==> config.mk <==
export PLATFORM = sky130hd
export DESIGN_NAME = media_table
export DESIGN_NICKNAME = d
export VERILOG_FILES = /design/src/logic/fdd_geometry_pkg.sv /design/src/logic/media_table.sv
export SDC_FILE = /design/constraint.sdc
export NUM_CORES = 1
export LEC_CHECK = 0
export BUFFER_PORTS_ARGS = -buffer_cell sky130_fd_sc_hd__buf_2
export CAP_MARGIN = 10
export CELL_PAD_IN_SITES_DETAIL_PLACEMENT = 2
export CELL_PAD_IN_SITES_GLOBAL_PLACEMENT = 2
export CORE_UTILIZATION = 35
export DETAILED_ROUTE_END_ITERATION = 8
export PLACE_DENSITY_LB_ADDON = 0.1
export SLEW_MARGIN = 10
export SYNTH_ARGS = -nofsm -noshare
export SYNTH_HDL_FRONTEND = slang
export SYNTH_SLANG_ARGS = --single-unit
==> constraint.sdc <==
create_clock -name clk -period 2.55 [get_ports clk]
set_input_delay 0.765 -clock clk [delete_from_list [all_inputs] [get_ports clk]]
set_output_delay 0.765 -clock clk [all_outputs]
set_load 0.1 [all_outputs]
==> src/logic/fdd_geometry_pkg.sv <==
package fdd_geometry_pkg;

    // ********************
    // Types
    // ********************

    // Cylinder number, 0 .. max_track.
    typedef logic [6:0] track_t;

    // One of the four drive slots.
    typedef logic [1:0] drive_sel_t;

    // Byte offset inside the track buffer.
    typedef logic [12:0] buf_addr_t;

    typedef logic [7:0] byte_t;

    // ********************
    // Geometry
    // ********************

    localparam int unsigned num_drives = 4;

    // Highest cylinder the head can reach.
    localparam int unsigned max_track = 79;

    // Head position after reset.
    localparam int unsigned reset_track = 3;

    // Step lockout, in millisecond ticks.
    localparam int unsigned step_delay_ms = 3;

    localparam int unsigned sectors_per_track = 9;

    // Nine sectors of 512 bytes.
    localparam int unsigned track_bytes = 4608;

endpackage

==> src/logic/media_table.sv <==
module media_table (
    input  logic                         clk,
    input  logic                         reset,
    input  fdd_geometry_pkg::drive_sel_t drive,
    input  logic                         mount_valid,
    input  fdd_geometry_pkg::drive_sel_t mount_drive,
    input  logic                         mount_present,
    input  logic                         mount_sides,
    input  logic                         mount_readonly,
    output logic                         mounted,
    output logic                         double_sided,
    output logic                         read_only
);
    import fdd_geometry_pkg::*;

    logic [num_drives-1:0] present;
    logic [num_drives-1:0] sides;
    logic [num_drives-1:0] ro_flags;

    always_ff @(posedge clk or posedge reset) begin
        if (reset) begin
            present  <= '0;
            sides    <= '0;
            ro_flags <= '0;
        end else if (mount_valid) begin
            // An eject clears the properties of that slot too.
            present[mount_drive]  <= mount_present;
            sides[mount_drive]    <= mount_present & mount_sides;
            ro_flags[mount_drive] <= mount_present & mount_readonly;
        end
    end

    assign mounted      = present[drive];
    assign double_sided = sides[drive];
    assign read_only    = ro_flags[drive];

endmodule

Word-level counts from Yosys, hierarchy flattened
Index checks and enable logic that the tools add are counted.

Register bits: 12. Bits in latches: 0. RAM bits: 0. Memory bits (read-only): 0. Input port bits: 10. Output and inout port bits: 3. Logic and storage cells: 20. Memories kept: 0.

$add $sub $neg: 0. $mul: 0. Div/mod/pow operators: 0. $lt $le $gt $ge: 3. Eq/ne operators: 0. Shift operators: 0. Muxes and demuxes: 11. Bitwise operators: 2. Reduce and logical (&&, ||, !) cells: 1.

Operator list (number): $bwmux W4 (3); $bmux W1 S2 (3); $lt A2 B3 Y1 const B (2); $mux W1 (4); $and A1 B1 Y1 (2); $demux W1 S2 (1); $ge A2 B1 Y1 const B (1); $logic_and A1 B1 Y1 (1).

Longest topological paths before layout
Depth in word-level cells: 5. Gate-level depth with buffers: 2. Gate-level depth less buffers: 2.

Worst setup path before layout
No wires, ideal clock.

Path type: input to output. Start point: input drive[0]. End point: output double_sided. Data arrival time: 1.515 ns. Required time: 1.785 ns. Setup slack: 0.270 ns. Cell stages on the path: 1. Path buffers: 0. Path through: mux4_2.

Cells in the longest elaborated chain, start to end: 2.

Ends and longest elaborated chain: from (decl) (line media_table.sv:4) `input fdd_geometry_pkg::drive_sel_t drive,`; $bmux W1 S2 (line media_table.sv:34) `assign double_sided = sides[drive];`; $mux W1 (not written as such) (line media_table.sv:34); to (decl) (line media_table.sv:11) `output logic double_sided,`.

No other way between the ends. The select of a mux whose other input is x is not followed.

Worst setup path in the final report
Start point: input drive[0]. End point: output read_only.

Cells in the longest elaborated chain, start to end: 2.

Ends and longest elaborated chain: $bmux W1 S2 (line media_table.sv:35) `assign read_only = ro_flags[drive];`; $mux W1 (not written as such) (line media_table.sv:35); to (decl) (line media_table.sv:12) `output logic read_only`.

No other way between the ends. The select of a mux whose other input is x is not followed.

==> results.cfg <==
[outcome]
status = complete, no violations

[placement]
routabilityCongestion = 0.728
io_buffers = 12
dp_hpwl_um = 1020
dp_cells = 61
pre_cts_slack_ns = 0.0550

[power]
power.share.clock = 0.224
powerDensity_nw_per_um2 = 775
power_leakage_nw = 0.319
pwr-share-comb = 0.303
power_frac_seq = 0.474
p_switching_uw = 182
peakVddDrop_mv = 0.307
intPower_uw = 326
switching_share = 0.359

[flow_run]
max_cap_violations = 0

[sta]
fin_crit_sh = 0.973
drv_slew = 0
fmax_mhz = 403
tightest_slew_ns = 0.495
relSlewSlack = 0.672
final-hold-violation-count = 0
worst_slack_ns = 0.0679
finalSetupTns_ns = 0
finalCriticalPeriod_ns = 2.48
fin_skew_ns = 0
finalSetupViolCount = 0
rsz0062_at_grt = false

[global_route]
grt_start_max_net_pins = 13
grt_pass1_vias = 407
antenna_found_initial = 0
gr-usage-all-layers = 0.168
overflow = 0
grt_pass1_wl_um = 2040

[floorplanning]
dieArea_um2 = 1750
start_util = 0.401
die_w_um = 41.8
num_rows = 13
io_pins = 13
core_area_um2 = 1380
die_y_um = 41.8

[critical_path]
cp_max_fo = 3
endpoint_kind = primary output
cp_cell_sequence = buf_2, mux4_2, buf_2
max_stage_delay_ns = 0.50
crit_slowest_cell = mux4_2
crit_family = multiplexers
cpMostUsedCell = buf_2
crit_arrival_ns = 1.72
critical_path.startpoint = drive[0]
reg2reg_from = sides[2]
worstSetupStartpointType = input port
cp.buffers_inverters = 2
regToRegSetupSlack_ns = 1.73
cp.required_ns = 1.79
crit_type = input port to primary output

[cells_and_area]
final_nets = 61
multi_input_area_um2 = 250
layout-drive-gt1-share = 0.510
synthToLayoutAreaGrowth_pct = 18.3
final_cell_mix = 12 x buf_2, 12 x dfrtp_1, 6 x mux2_2, 6 x mux2_1
fin_cells = 64
nFillCells = 134
antennaDiodeCount = 0
seq_area_um2 = 300

[cts]
clk_pin_slew_ns = 0.07
cts.repair.resized = 0
htree_levels = 1
insertion_delay_ns = 0.27
cts.sinks = 12
cts_hold_buf = 0
clockBufferDepth = 2
cts_buffers = 3
cts-root-buf = clkbuf_4
cts_tree = done
postCtsSetupBuffers = 0

[route]
firstDrtPassIters = 2
drtIter0Drc = 5
ant_nets = 0
drc = 0
via_per_inst = 5.45
vias = 349
post_drt_wl_per_cell_um = 19.2
drt-total-wl_um = 1230

[worst_hold_path]
hp-class = input port to async pin

[synthesis]
netlist_instances = 34
ys_seq_elements = 12
synth_nets = 44
synth_cell_types = 9
post_synth.cell_area_avg_um2 = 16.3
synth.cell_area_um2 = 554
ys_seq_area_frac = 0.542
yosys_warnings = 0
## cells by family (layout without fill, tap and decap cells)
logic type,after synthesis,in the layout,share of synthesized area
flops,12,12,0.542
buf+inv,1,16,0.00677
simple gates,6,6,0.0858
mux,15,15,0.366
## power groups by stage
| stage | combinational (mW) | sequential [mW] | clock (mW) |
|---|---|---|---|
| detailed placement | 0.155 | 0.244 | 0 |
| floorplan | 0.127 | 0.234 | 0 |
| global placement | 0.148 | 0.240 | 0 |
| finish | 0.154 | 0.241 | 0.114 |
| global route | 0.163 | 0.243 | 0.127 |
| CTS | 0.156 | 0.240 | 0.117 |
## through the flow
step           hold slack, ns   util  power [mW]  area, µm²
5_1_grt                 0.527  0.474       0.533        656
3_3_place_gp            0.462  0.458       0.388        633
4_1_cts                 0.501  0.474       0.514        656
6_report                0.485  0.474       0.508        656
3_5_place_dp            0.486  0.458       0.399        633
2_1_floorplan           0.452      -       0.361        554
## final timing paths
path,to,cells past startpoint
worst max-delay path,read_only,3
worst min-delay path,ro_flags[1],2
worst max register to register,sides[2],1
worst min register to register,sides[1],1
max in group asynchronous,sides[3],2
min in group clk,sides[1],1
## cells in the mapped netlist, drive strengths merged
library cell  count  share of area
nand3             1         0.0090
and2              2          0.023
inv               1         0.0068
mux2             12           0.24
nor3b             1          0.023
dfrtp            12           0.54
and3b             2          0.032
mux4              3           0.12
## routing by layer
layer,vias up,global-route usage,wire length [µm]
li1,158,-,-
met1,178,0.198,510
met2,10,0.278,647
met3,3,0.0522,49
met4,0,0.0774,20
met5,-,0,0
## final cells by class
class / count / share of cell area
repair buffers: 12 / 0.0916
inverters: 1 / 0.00573
multi-input cells: 21 / 0.382
clock buffers: 3 / 0.0344
well taps: 15 / 0.0286
flip-flops and latches: 12 / 0.458
## sequential cells by signal (all words and copies together), names as in the netlist
register,flops
sides,4
present,4
ro_flags,4
Note: power is estimated with default switching activity, not from simulation.
