`config.mk`:
```
export PLATFORM = sky130hd
export DESIGN_NAME = track_loader
export DESIGN_NICKNAME = d
export VERILOG_FILES = /design/src/logic/fdd_geometry_pkg.sv /design/src/logic/fdd_sd_pkg.sv /design/src/logic/track_loader.sv
export SDC_FILE = /design/constraint.sdc
export NUM_CORES = 1
export LEC_CHECK = 0
export ABC_AREA = 1
export BUFFER_PORTS_ARGS = -buffer_cell sky130_fd_sc_hd__buf_2
export CORE_ASPECT_RATIO = 1.4
export CORE_MARGIN = 2
export CORE_UTILIZATION = 40
export DETAILED_ROUTE_END_ITERATION = 7
export PLACE_DENSITY = 0.73
export REMOVE_ABC_BUFFERS = 1
export SYNTH_ARGS = -nofsm -noshare
export SYNTH_HDL_FRONTEND = slang
export SYNTH_SLANG_ARGS = --single-unit
```
`constraint.sdc`:
```
create_clock -name clk -period 2.2 [get_ports clk]
set_clock_uncertainty 0.15 [all_clocks]
set_input_delay 0.33 -clock clk [delete_from_list [all_inputs] [get_ports clk]]
set_output_delay 0.33 -clock clk [all_outputs]
set_load 0.05 [all_outputs]
```
`src/logic/fdd_geometry_pkg.sv`:
```
package fdd_geometry_pkg;

    // ********************
    // Types
    // ********************

    // Cylinder number, 0 .. max_track.
    typedef logic [6:0] track_t;

    // One of the four drive slots.
    typedef logic [1:0] drive_sel_t;

    // Byte offset inside the track buffer.
    typedef logic [12:0] buf_addr_t;

    typedef logic [7:0] byte_t;

    // ********************
    // Geometry
    // ********************

    localparam int unsigned num_drives = 4;

    // Highest cylinder the head can reach.
    localparam int unsigned max_track = 79;

    // Head position after reset.
    localparam int unsigned reset_track = 3;

    // Step lockout, in millisecond ticks.
    localparam int unsigned step_delay_ms = 3;

    localparam int unsigned sectors_per_track = 9;

    // Nine sectors of 512 bytes.
    localparam int unsigned track_bytes = 4608;

endpackage

```
`src/logic/fdd_sd_pkg.sv`:
```
package fdd_sd_pkg;

    // ********************
    // Block access
    // ********************

    // SD block address.
    typedef logic [31:0] lba_t;

    // Number of blocks in one request.
    typedef logic [5:0] blk_cnt_t;

    // Byte offset within one transfer.
    typedef logic [13:0] sd_addr_t;

    // ********************
    // Image layout
    // ********************

    // Each drive owns a fixed window of blocks on the card.
    // Within it, tracks follow each other, side 0 before side 1.
    localparam int unsigned drive_blocks = 1440;

    // ********************
    // Loader FSM
    // ********************

    // idle means no valid track is held, done means the buffer is valid.
    typedef enum logic [1:0] {
        idle,
        request,
        transfer,
        done
    } loader_state_t;

endpackage

```
`src/logic/track_loader.sv`:
```
module track_loader (
    input  logic                         clk,
    input  logic                         reset,
    input  fdd_geometry_pkg::drive_sel_t drive,
    input  fdd_geometry_pkg::track_t     cur_track,
    input  logic                         sidn,
    input  logic                         mounted,
    input  logic                         double_sided,
    output fdd_sd_pkg::lba_t             sd_lba,
    output fdd_sd_pkg::blk_cnt_t         sd_blk_cnt,
    output logic                         sd_rd,
    input  logic                         sd_ack,
    input  fdd_sd_pkg::sd_addr_t         sd_buff_addr,
    input  logic                         sd_buff_wr,
    output logic                         buf_we,
    output fdd_geometry_pkg::buf_addr_t  buf_waddr,
    output logic                         ready
);
    import fdd_geometry_pkg::*;
    import fdd_sd_pkg::*;

    loader_state_t state;
    logic          side;
    logic          changed;
    logic          stale;
    lba_t          lba_next;

    // Drive, track, side and mounted flag of the wanted track.
    logic [$bits(drive_sel_t) + $bits(track_t) + 1:0] target;
    logic [$bits(drive_sel_t) + $bits(track_t) + 1:0] loaded_target;

    assign side    = double_sided & ~sidn;
    assign target  = {drive, cur_track, side, mounted};
    // A remount shows up here through the mounted bit.
    assign changed = target != loaded_target;

    always_comb begin
        if (double_sided) begin
            lba_next = lba_t'(drive) * drive_blocks
                     + lba_t'({cur_track, side}) * sectors_per_track;
        end else begin
            lba_next = lba_t'(drive) * drive_blocks
                     + lba_t'(cur_track) * sectors_per_track;
        end
    end

    assign sd_blk_cnt = blk_cnt_t'(sectors_per_track);

    // ********************
    // Load FSM
    // ********************

    always_ff @(posedge clk or posedge reset) begin
        if (reset) begin
            state         <= idle;
            sd_rd         <= 1'b0;
            sd_lba        <= '0;
            ready         <= 1'b0;
            stale         <= 1'b0;
            loaded_target <= '0;
        end else begin
            case (state)
                idle, done: begin
                    if (changed) begin
                        ready         <= 1'b0;
                        loaded_target <= target;
                        if (mounted) begin
                            sd_lba <= lba_next;
                            sd_rd  <= 1'b1;
                            state  <= request;
                        end else begin
                            state <= idle;
                        end
                    end
                end
                request: begin
                    stale <= stale | changed;
                    if (sd_ack) begin
                        sd_rd <= 1'b0;
                        state <= transfer;
                    end
                end
                transfer: begin
                    if (!sd_ack) begin
                        stale <= 1'b0;
                        if (stale || changed) begin
                            // Buffer holds an old track, go again right away.
                            loaded_target <= target;
                            if (mounted) begin
                                sd_lba <= lba_next;
                                sd_rd  <= 1'b1;
                                state  <= request;
                            end else begin
                                state <= idle;
                            end
                        end else begin
                            ready <= 1'b1;
                            state <= done;
                        end
                    end else begin
                        stale <= stale | changed;
                    end
                end
                default: state <= idle;
            endcase
        end
    end

    // Blocks past the track end are dropped.
    assign buf_we    = sd_ack & sd_buff_wr & (sd_buff_addr < sd_addr_t'(track_bytes));
    assign buf_waddr = buf_addr_t'(sd_buff_addr);

endmodule

```
After elaboration in Yosys (flattened, before gate mapping)
Cells that the tools add are included.

Multiply operators: 3. Multiplexer cells: 28. Order comparisons: 1. Shift-type cells: 0. Reduce and logical (&&, ||, !) cells: 9. Divide/modulo/power cells: 0. Equality and inequality tests: 9. Bitwise operators: 5. Add/sub/neg operators: 2.

Operators by type and width (count): 32-bit 2-to-1 mux (4); 32-bit one-hot mux with 2 select lines (1); 11-bit 2-to-1 mux (3); 11-bit one-hot mux with 2 select lines (1); 13-bit by 11-bit adder with 14-bit output (1); 13-bit by 12-bit adder with 14-bit output (1); 14-bit by 13-bit < comparator with 1-bit output, second input constant (1); 14-bit 2-to-1 mux (1); 8-bit by 4-bit multiplier with 12-bit output, second input constant (1); 4-bit AND reduction (3); 7-bit by 4-bit multiplier with 11-bit output, second input constant (1); 11-bit inequality test (1); 1-bit 2-to-1 mux (10); 2-bit inequality test, second input constant (5); 2-bit by 6-bit multiplier with 8-bit output, second input constant (1); 2-bit 2-to-1 mux (4); 2-bit one-hot mux with 3 select lines (1); 2-bit == test, second input constant (2); 1-bit one-hot mux with 2 select lines (2); 2-bit nonzero test (2); 1-bit bitwise AND (3); 1-bit one-hot mux with 3 select lines (1); 3-bit AND reduction (1); 2-bit by 1-bit == test with 1-bit output, second input constant (1); other kinds (5) (5).

Memory bits (writable): 0. Register bits: 48. Memories kept: 0. Bits in latches: 0. Memory bits (read-only): 0. Bits of input ports: 30. Output and inout bits: 54.

Logic depth before layout (Yosys ltp)
Gate-level depths: netlist of run 1.

Depth in word-level cells: 9. Gate-level depth with buffers: 16.

Worst setup path after synthesis of run 1
Ideal clock, no wire load.

Kind: in2reg. Start point: input cur_track[2]. End point: register sd_lba[11]. Setup time: 0.119 ns. Slack: -0.359 ns. Cell stages on the path: 13. Path buffers: 0. Arrival time: 2.290 ns. Required time: 1.931 ns. Path through: ha_1 -> fa_1 -> ha_1 -> inv_1 -> fa_1 -> inv_1 -> nand4_1 -> nand3_1 -> a21oi_1 -> o21ai_0 -> nand2_1 -> nand3_1 -> nand2_1.

Longest elaborated chain between the ends: 7. Elaborated cells between the ends (all ways): 15. Classes of those cells: add/sub: 2; mul: 2; eq/ne: 3; mux: 6; reduce/logical: 2.

Ends and longest elaborated chain: start, declared (RTL line track_loader.sv:5) `input fdd_geometry_pkg::track_t cur_track,`; 8-bit by 4-bit multiplier with 12-bit output / 7-bit by 4-bit multiplier with 11-bit output (equally long branches) (RTL line track_loader.sv:40, track_loader.sv:43); 13-bit by 12-bit adder with 14-bit output / 13-bit by 11-bit adder with 14-bit output (equally long branches) (RTL line track_loader.sv:40, track_loader.sv:43); 14-bit 2-to-1 mux (RTL line track_loader.sv:38) `if (double_sided) begin`; 32-bit 2-to-1 mux (RTL line track_loader.sv:67, track_loader.sv:89); 32-bit 2-to-1 mux (RTL line track_loader.sv:86) `if (stale || changed) begin`; 32-bit 2-to-1 mux (RTL line track_loader.sv:84) `if (!sd_ack) begin`; 32-bit one-hot mux with 2 select lines (RTL line track_loader.sv:62) `case (state)`; end signal, assigned (RTL line track_loader.sv:68) `sd_lba <= lba_next;`; end signal, assigned (RTL line track_loader.sv:90) `sd_lba <= lba_next;`; end, declared (RTL line track_loader.sv:9) `output fdd_sd_pkg::lba_t sd_lba,`.

Parallel ways exist; a longest one is shown, timed or not. The select of a mux whose other input is x is not followed. A chain may end at the register's enable or synchronous reset.

Worst setup path after layout of run 1
Start point: input cur_track[4]. End point: register sd_lba[8].

The elaborated chain is that of the path after synthesis.

==> metrics.txt, run 1 <==
status complete, but fails checks; failing checks setup timing; Syn. warnings 0; Final Hold Vio Count 0; Final Routed Wirelength 7180 µm; hold depth 4; DR WL/cell 12.5 µm; Critical Path Source Type input pin; CP max stage delay 0.48 ns; # fillers 687; TritonCTS Buffers 5; async set-reset flop share out of synthesis 100%; initial antenna violation count 0; cell chain of the critical path buf_8, ha_4, inv_2, fa_1, inv_1, ha_2, buf_4, buf_6, buf_6, nand3_4, nand2_4, buf_6, xor2_1, nand2_1, nand2_1, nand3_1, nand2_1; later-pin clock latency in the skew report 0.28 ns; synth unique cells 32; power per cell area 1090 mW/mm²; first-pass GRT wire length 12000 µm; pin count of the biggest net entering global routing 31; r2r startpoint loaded_target[2]; Die Footprint 0.00804 mm²; Crit path required time 2.23 ns; XOR/XNOR Fraction of Synth Area 1.79%; register bit total from synthesis 30; Leakage 2.11 nW; multiplexer share of the synthesized area 0.342%; Initial Utilization 41.7%; Reg clk slew, reported paths 0.07 ns; Setup crit end kind flip-flop; post-synth top area share 25.6%; Antenna Cells 0; row cnt 36; DR iter-0 viols 67; worst-path maximum fanout 3; largest area contributor in the netlist dfrtp_1; ranking of synthesized cells by area dfrtp_1 26%, nand2_1 16%, ha_1 12%; critical path's slowest cell fa_1; layout net count 546; period utilization 110%; area grow syn2layout 26.2%; register area 751 µm²; register area share after synthesis 25.6%; Total GRT Usage 18.3%; list of most frequent post-synthesis cells 124 x nand2_1, 57 x inv_1, 41 x buf_4; Worst Reg-to-Reg Cells 12; worst hold-check path type in -> reg; Crit Path Class in -> reg; Worst R2R End loaded_target[6]; largest family of logic cells by synthesized area simple AND/OR/NAND/NOR gates; Min-Delay Startpoint cur_track[3]; hpwl dp 5460 µm; WHS 0.222 ns; worst vdd ir 558 µV; grt total ovfl 0; die width 76.3 µm; CTS Buffer Depth 2; Peak Freq 414 MHz; syn avg cell area 7.27 µm²; total I/O pin count 84; dominant delay contributor by cell family on the critical path adder cells; crit path time final 2.42 ns; core area 0.00703 mm²; Multi-input gate area 0.00187 mm²; clk sink count 30; Post-synth EDFFs 0; vias in the first global route 2702; CP bufs+invs 7; H-tree Lvls 2; Cells after Synth 403; Synth Flop Type dfrtp_1; share of cells above drive strength 1 29.4%; # DRC 0; DR vias 2698; synthesized cell area 0.00293 mm²; r2r setup slk 0.31 ns; placed insts 559; Hold EP loaded_target[5]; most frequent cell after synthesis nand2_1; clock root cell clkbuf_8; RSZ-0062 raised after global routing true; Finished Layout Cells 574; TritonCTS clock tree built; setup slack after layout -0.218 ns; DRT Pass-1 Iters 4; adder-cell share of the synthesized area 18.5%; via/cell ratio 4.70; CP arrival 2.45 ns; gpl congestion 0.926; Die Y 105 µm; Slew Viols, Final 0; setup violators final 8; Synth Area in Compound Gates 7.81%; TNS Setup -1.31 ns; post-route ant nets 0; # Max-Cap Violations 0; simple-gate share of the synthesized area 26.6%; Port Buffer Count 41
-- cell families (layout without fill, tap and decap cells) --
| group | count (synthesis) | count (layout) |
|---|---|---|
| xor gates and xnor gates | 6 | 6 |
| other | 2 | 24 |
| AOI/OAI and AO/OA | 43 | 43 |
| and+or+nand+nor | 180 | 180 |
| buffers and inverters | 103 | 157 |
| muxes | 1 | 1 |
| adders and majority gates | 38 | 38 |
| DFF | 30 | 30 |
-- layout by cell type, fill, tap and decap left out, types with 3 or more instances in the layout --
master,synthesis,routed
nand3_1,27,22
inv_1,57,47
ha_1,29,21
dfrtp_1,30,30
buf_4,41,44
o21ai_0,15,10
inv_2,1,11
nor2_1,12,12
nor2_4,3,3
o21ai_1,9,14
conb_1,2,24
fa_1,9,7
xnor2_1,3,3
buf_2,1,36
buf_6,2,7
ha_4,0,6
nand2_1,124,120
nand2_2,1,4
nand3_2,2,6
buf_8,0,3
clkbuf_8,0,6
nand4_1,5,5
a21oi_1,13,10
-- how the worst max path moves through the flow --
stage / depth (start not counted) / end / startpoint
2_1_floorplan: 14 / sd_lba[13] / drive[0]
3_3_place_gp: 14 / sd_lba[11] / cur_track[2]
3_5_place_dp: 12 / sd_lba[9] / cur_track[2]
4_1_cts: 17 / sd_lba[13] / cur_track[4]
5_1_grt: 17 / sd_lba[13] / cur_track[4]
6_report: 17 / sd_lba[8] / cur_track[4]
-- worst register-to-register path, stage by stage (launching register included) --
cell and delay (ns):
dfrtp_1 0.36, inv_1 0.07, nand2_1 0.07, nand2_1 0.08, nor2_1 0.13, nand2_1 0.08, nor2_2 0.11, nand3_2 0.12
nor2_4 0.18, nor2_4 0.10, buf_4 0.18, nand2_1 0.08, o21ai_1 0.07
-- timing repair --
item                                    CTS  global route
pin swaps                                39            14
endpoints found under the hold margin    30             0
hold buffers                              1             0
resized for setup                        47            14
setup buffers                             5             2
gates cloned                              0             0
endpoints found under the setup margin    8             8
-- state kept, by name, indices dropped and copies added (netlist names) --
name,count
state,2
loaded_target,11
stale,1
sd_lba,14
ready,1
sd_rd,1
-- power by group --
group | leakage (nW) | internal [mW] | switching, mW
registers | 0.373 | 0.825 | 0.131
clock network | 0.0482 | 0.252 | 0.215
logic | 1.69 | 0.884 | 1.72
total | 2.11 | 1.96 | 2.07
-- stage by stage --
stage / instance area (µm²) / power (mW) / setup slack (ns) / util, %
floorplan: 2670 / 2.66 / -0.384 / -
global placement: 3320 / 3.34 / -0.631 / 47.3
CTS: 3640 / 3.99 / -0.164 / 51.8
finish: 3700 / 4.03 / -0.218 / 52.6
global route: 3700 / 4.37 / -0.423 / 52.6
detailed placement: 3320 / 3.41 / -0.652 / 47.3
-- cell type report --
type	instances	area share (%)
inverters	58	5.89
multi-input cells	292	50.7
flip-flops and latches	30	20.3
repair buffers	91	17.4
well taps	95	3.21
clock buffers	7	2.34
clock inverters	1	0.135
-- routing by layer --
metal / global-route usage, % / share of wire [%]
met5: 0 / 0
met2: 35.1 / 55
met1: 18.4 / 37
met4: 9.61 / 4.1
met3: 3.25 / 3.7
No activity file was read; power rests on OpenSTA's default activity.
==> run 2, diff against run 1 <==
--- a/config.mk
+++ b/config.mk
@@ -5,13 +5,12 @@
 export SDC_FILE = /design/constraint.sdc
 export NUM_CORES = 1
 export LEC_CHECK = 0
-export ABC_AREA = 1
 export BUFFER_PORTS_ARGS = -buffer_cell sky130_fd_sc_hd__buf_2
 export CORE_ASPECT_RATIO = 1.4
 export CORE_MARGIN = 2
 export CORE_UTILIZATION = 40
 export DETAILED_ROUTE_END_ITERATION = 7
-export PLACE_DENSITY = 0.73
+export PLACE_DENSITY = 0.74
 export REMOVE_ABC_BUFFERS = 1
 export SYNTH_ARGS = -nofsm -noshare
 export SYNTH_HDL_FRONTEND = slang
==> metrics.txt, run 2 <==
status complete, but fails checks (unchanged); failing checks setup timing (unchanged); crit path time final 2.91 ns (was 2.42 ns); layout net count 452 (was 546); Synth Flop Type dfrtp_1 (unchanged); biggest regs sd_lba x14, loaded_target x11, state x2 (unchanged); hold depth 3 (was 4); clk sink count 30 (unchanged); most frequent cells in the layout 62 x buf_4, 34 x buf_2, 30 x dfrtp_1 (was 120 x nand2_1, 47 x inv_1, 44 x buf_4); worst vdd ir 635 µV (was 558 µV); Worst Reg-to-Reg Cells 7 (was 12); die width 74.4 µm (was 76.3 µm); most frequent cell after synthesis buf_4 (was nand2_1); Hold EP state[0] (was loaded_target[5]); fin area 0.00396 mm² (was 0.00370 mm²); Sequential Power Share 23.1% (was 23.7%); Antenna Cells 0 (unchanged); TNS Setup -4.98 ns (was -1.31 ns); DR iter-0 viols 100 (was 67); period utilization 132% (was 110%); synthesized cell area 0.00278 mm² (was 0.00293 mm²); CP arrival 2.94 ns (was 2.45 ns); # Max-Cap Violations 0 (unchanged); Min-Delay Startpoint mounted (was cur_track[3]); Worst R2R End sd_lba[12] (was loaded_target[6]); grt total ovfl 0 (unchanged); Reg clk slew, reported paths 0.07 ns (about the same); pin count of the biggest net entering global routing 31 (unchanged); Leakage 1.89 nW (was 2.11 nW); setup slack after layout -0.714 ns (was -0.218 ns); Sw Pwr 1.94 mW (was 2.07 mW); setup violators final 25 (was 8); row cnt 35 (was 36); DRT Pass-1 Iters 4 (unchanged); worst hold-check path type in -> reg (unchanged); power per cell area 1070 mW/mm² (was 1090 mW/mm²); Port Buffer Count 41 (unchanged); register with the most flip-flops sd_lba (unchanged); initial antenna violation count 0 (unchanged); Initial Utilization 41.7% (about the same); Peak Freq 343 MHz (was 414 MHz); r2r setup slk -0.16 ns (was 0.31 ns); Placement Cell Area 0.00330 mm² (was 0.00332 mm²); area grow syn2layout 42.6% (was 26.2%); vias in the first global route 2490 (was 2702); Die Y 103 µm (was 105 µm); Total GRT Usage 20.5% (was 18.3%); ranking of synthesized cells by area dfrtp_1 27%, ha_1 13%, mux2_2 11% (was dfrtp_1 26%, nand2_1 16%, ha_1 12%); via/cell ratio 5.25 (was 4.70); worst-path maximum fanout 3 (unchanged); synth unique cells 42 (was 32); Crit Path Class in -> reg (unchanged); Largest register FFs 14 (unchanged); register bit total from synthesis 30 (unchanged); list of most frequent post-synthesis cells 38 x buf_4, 30 x dfrtp_1, 30 x inv_1 (was 124 x nand2_1, 57 x inv_1, 41 x buf_4); clock share of power 11.0% (was 11.6%); register area share after synthesis 27.0% (was 25.6%); largest area contributor in the netlist dfrtp_1 (unchanged); post-synth top area share 27.0% (was 25.6%); Slew Viols, Final 0 (unchanged); share of total power in combinational logic 65.9% (was 64.7%); Setup crit end kind flip-flop (unchanged); Crit path required time 2.23 ns (about the same); later-pin clock latency in the skew report 0.29 ns (was 0.28 ns); H-tree Lvls 2 (unchanged); core area 0.00666 mm² (was 0.00703 mm²); hpwl dp 5360 µm (was 5460 µm); Critical Path Source Type input pin (unchanged); post-route ant nets 0 (unchanged); Syn. warnings 0 (unchanged); Net Sw Frac 45.7% (was 51.4%); Cells after Synth 282 (was 403); RSZ-0062 raised after global routing true (unchanged); CTS Buffer Depth 2 (unchanged); async set-reset flop share out of synthesis 100% (unchanged); syn avg cell area 9.85 µm² (was 7.27 µm²); Post-synth EDFFs 0 (unchanged); TritonCTS clock tree built (unchanged); r2r startpoint loaded_target[0] (was loaded_target[2]); Final Hold Vio Count 0 (unchanged); first-pass GRT wire length 11800 µm (was 12000 µm); gpl congestion 0.887 (was 0.926); most common cell after layout, fill and taps aside buf_4 (was nand2_1); Final Routed Wirelength 8140 µm (was 7180 µm); pre-CTS setup slack -1.19 ns (was -0.652 ns); share of cells above drive strength 1 52.2% (was 29.4%); TritonCTS Buffers 5 (unchanged); DR WL/cell 17.1 µm (was 12.5 µm); DR vias 2504 (was 2698); design internal power 2.30 mW (was 1.96 mW); # DRC 0 (unchanged); Die Footprint 0.00763 mm² (was 0.00804 mm²); clock root cell clkbuf_8 (unchanged); total I/O pin count 84 (unchanged)
run 2: cell types whose count changed in the layout (fill, tap and decap cells not counted), sizes merged, moves of 8 or more:
cell / before / now
a211oi: 1 / 9
buf: 90 / 113
inv: 58 / 30
mux2: 0 / 28
nand2: 126 / 7
nand3: 29 / 1
o21ai: 24 / 16
xor2: 3 / 11
run 2: final cells by class:
cell class | instances | area (µm²)
Timing Repair Buffer | 114 | 845
Tap cell | 92 | 115
Clock inverter | 1 | 5.00
Clock buffer | 7 | 86.3
Inverter | 31 | 119
Fill cell | 524 | 2700
Multi-Input combinational cell | 202 | 2040
Sequential cell | 30 | 751
run 2: worst max-delay path: stages:
cell     delay [ns]
buf_8          0.10
ha_4           0.27
inv_2          0.03
fa_1           0.45
inv_2          0.08
ha_4           0.13
inv_2          0.03
fa_2           0.34
nor2b_2        0.13
o31a_1         0.17
o31a_1         0.21
buf_4          0.14
a21oi_2        0.04
a22o_1         0.23
mux2_4         0.26
run 2: power groups by stage:
stage / Clock [mW] / Sequential, mW / Combinational [mW]
final: 0.468 / 0.981 / 2.80
after global routing: 0.496 / 1.01 / 2.96
after global placement: 0 / 0.959 / 2.14
after detailed placement: 0 / 0.971 / 2.19
after CTS: 0.465 / 0.969 / 2.45
after floorplan: 0 / 1.42 / 1.07
run 2: repair_timing:
action,in CTS,in global routing
hold buffers,1,0
cloned,1,1
endpoints found under the setup margin,22,27
setup buffers,5,10
gates resized for setup,64,41
pin swaps,32,24
endpoints found under the hold margin,30,0
run 2: cells by family after synthesis:
logic type	count (synthesis)	synth area share (%)
and+or+nand+nor	34	5.77
xor gates and xnor gates	15	4.73
other	2	0.270
DFF	30	27.0
buffers and inverters	72	15.1
AOI/OAI and AO/OA	59	14.7
adders and majority gates	38	19.6
muxes	32	12.8
run 2: routing by layer:
layer | vias up | track usage, % | wire length, µm
li1 | 1123 | - | -
met1 | 1215 | 21.8 | 2920
met2 | 134 | 37.3 | 4340
met3 | 32 | 4.50 | 487
met4 | 0 | 10.2 | 401
met5 | - | 0 | 0
run 2: how the worst max path moves through the flow:
stage,from,to,slack (ns),depth (start not counted)
after floorplan,cur_track[2],sd_lba[12],-0.83,11
after global placement,cur_track[1],sd_lba[13],-1.12,14
after detailed placement,cur_track[1],sd_lba[13],-1.19,14
after CTS,cur_track[1],sd_lba[13],-0.77,14
after global routing,cur_track[1],sd_lba[11],-0.79,15
final,cur_track[1],sd_lba[11],-0.71,15
run 2: per-stage QoR:
step           total power, mW  utilization (%)  hold slack [ns]  cells
2_1_floorplan             2.49                -            0.271    263
3_3_place_gp              3.09             49.6            0.277    453
3_5_place_dp              3.16             49.6            0.278    453
4_1_cts                   3.88             55.8            0.200    468
5_1_grt                   4.47             59.5            0.261    477
6_report                  4.25             59.5            0.235    477
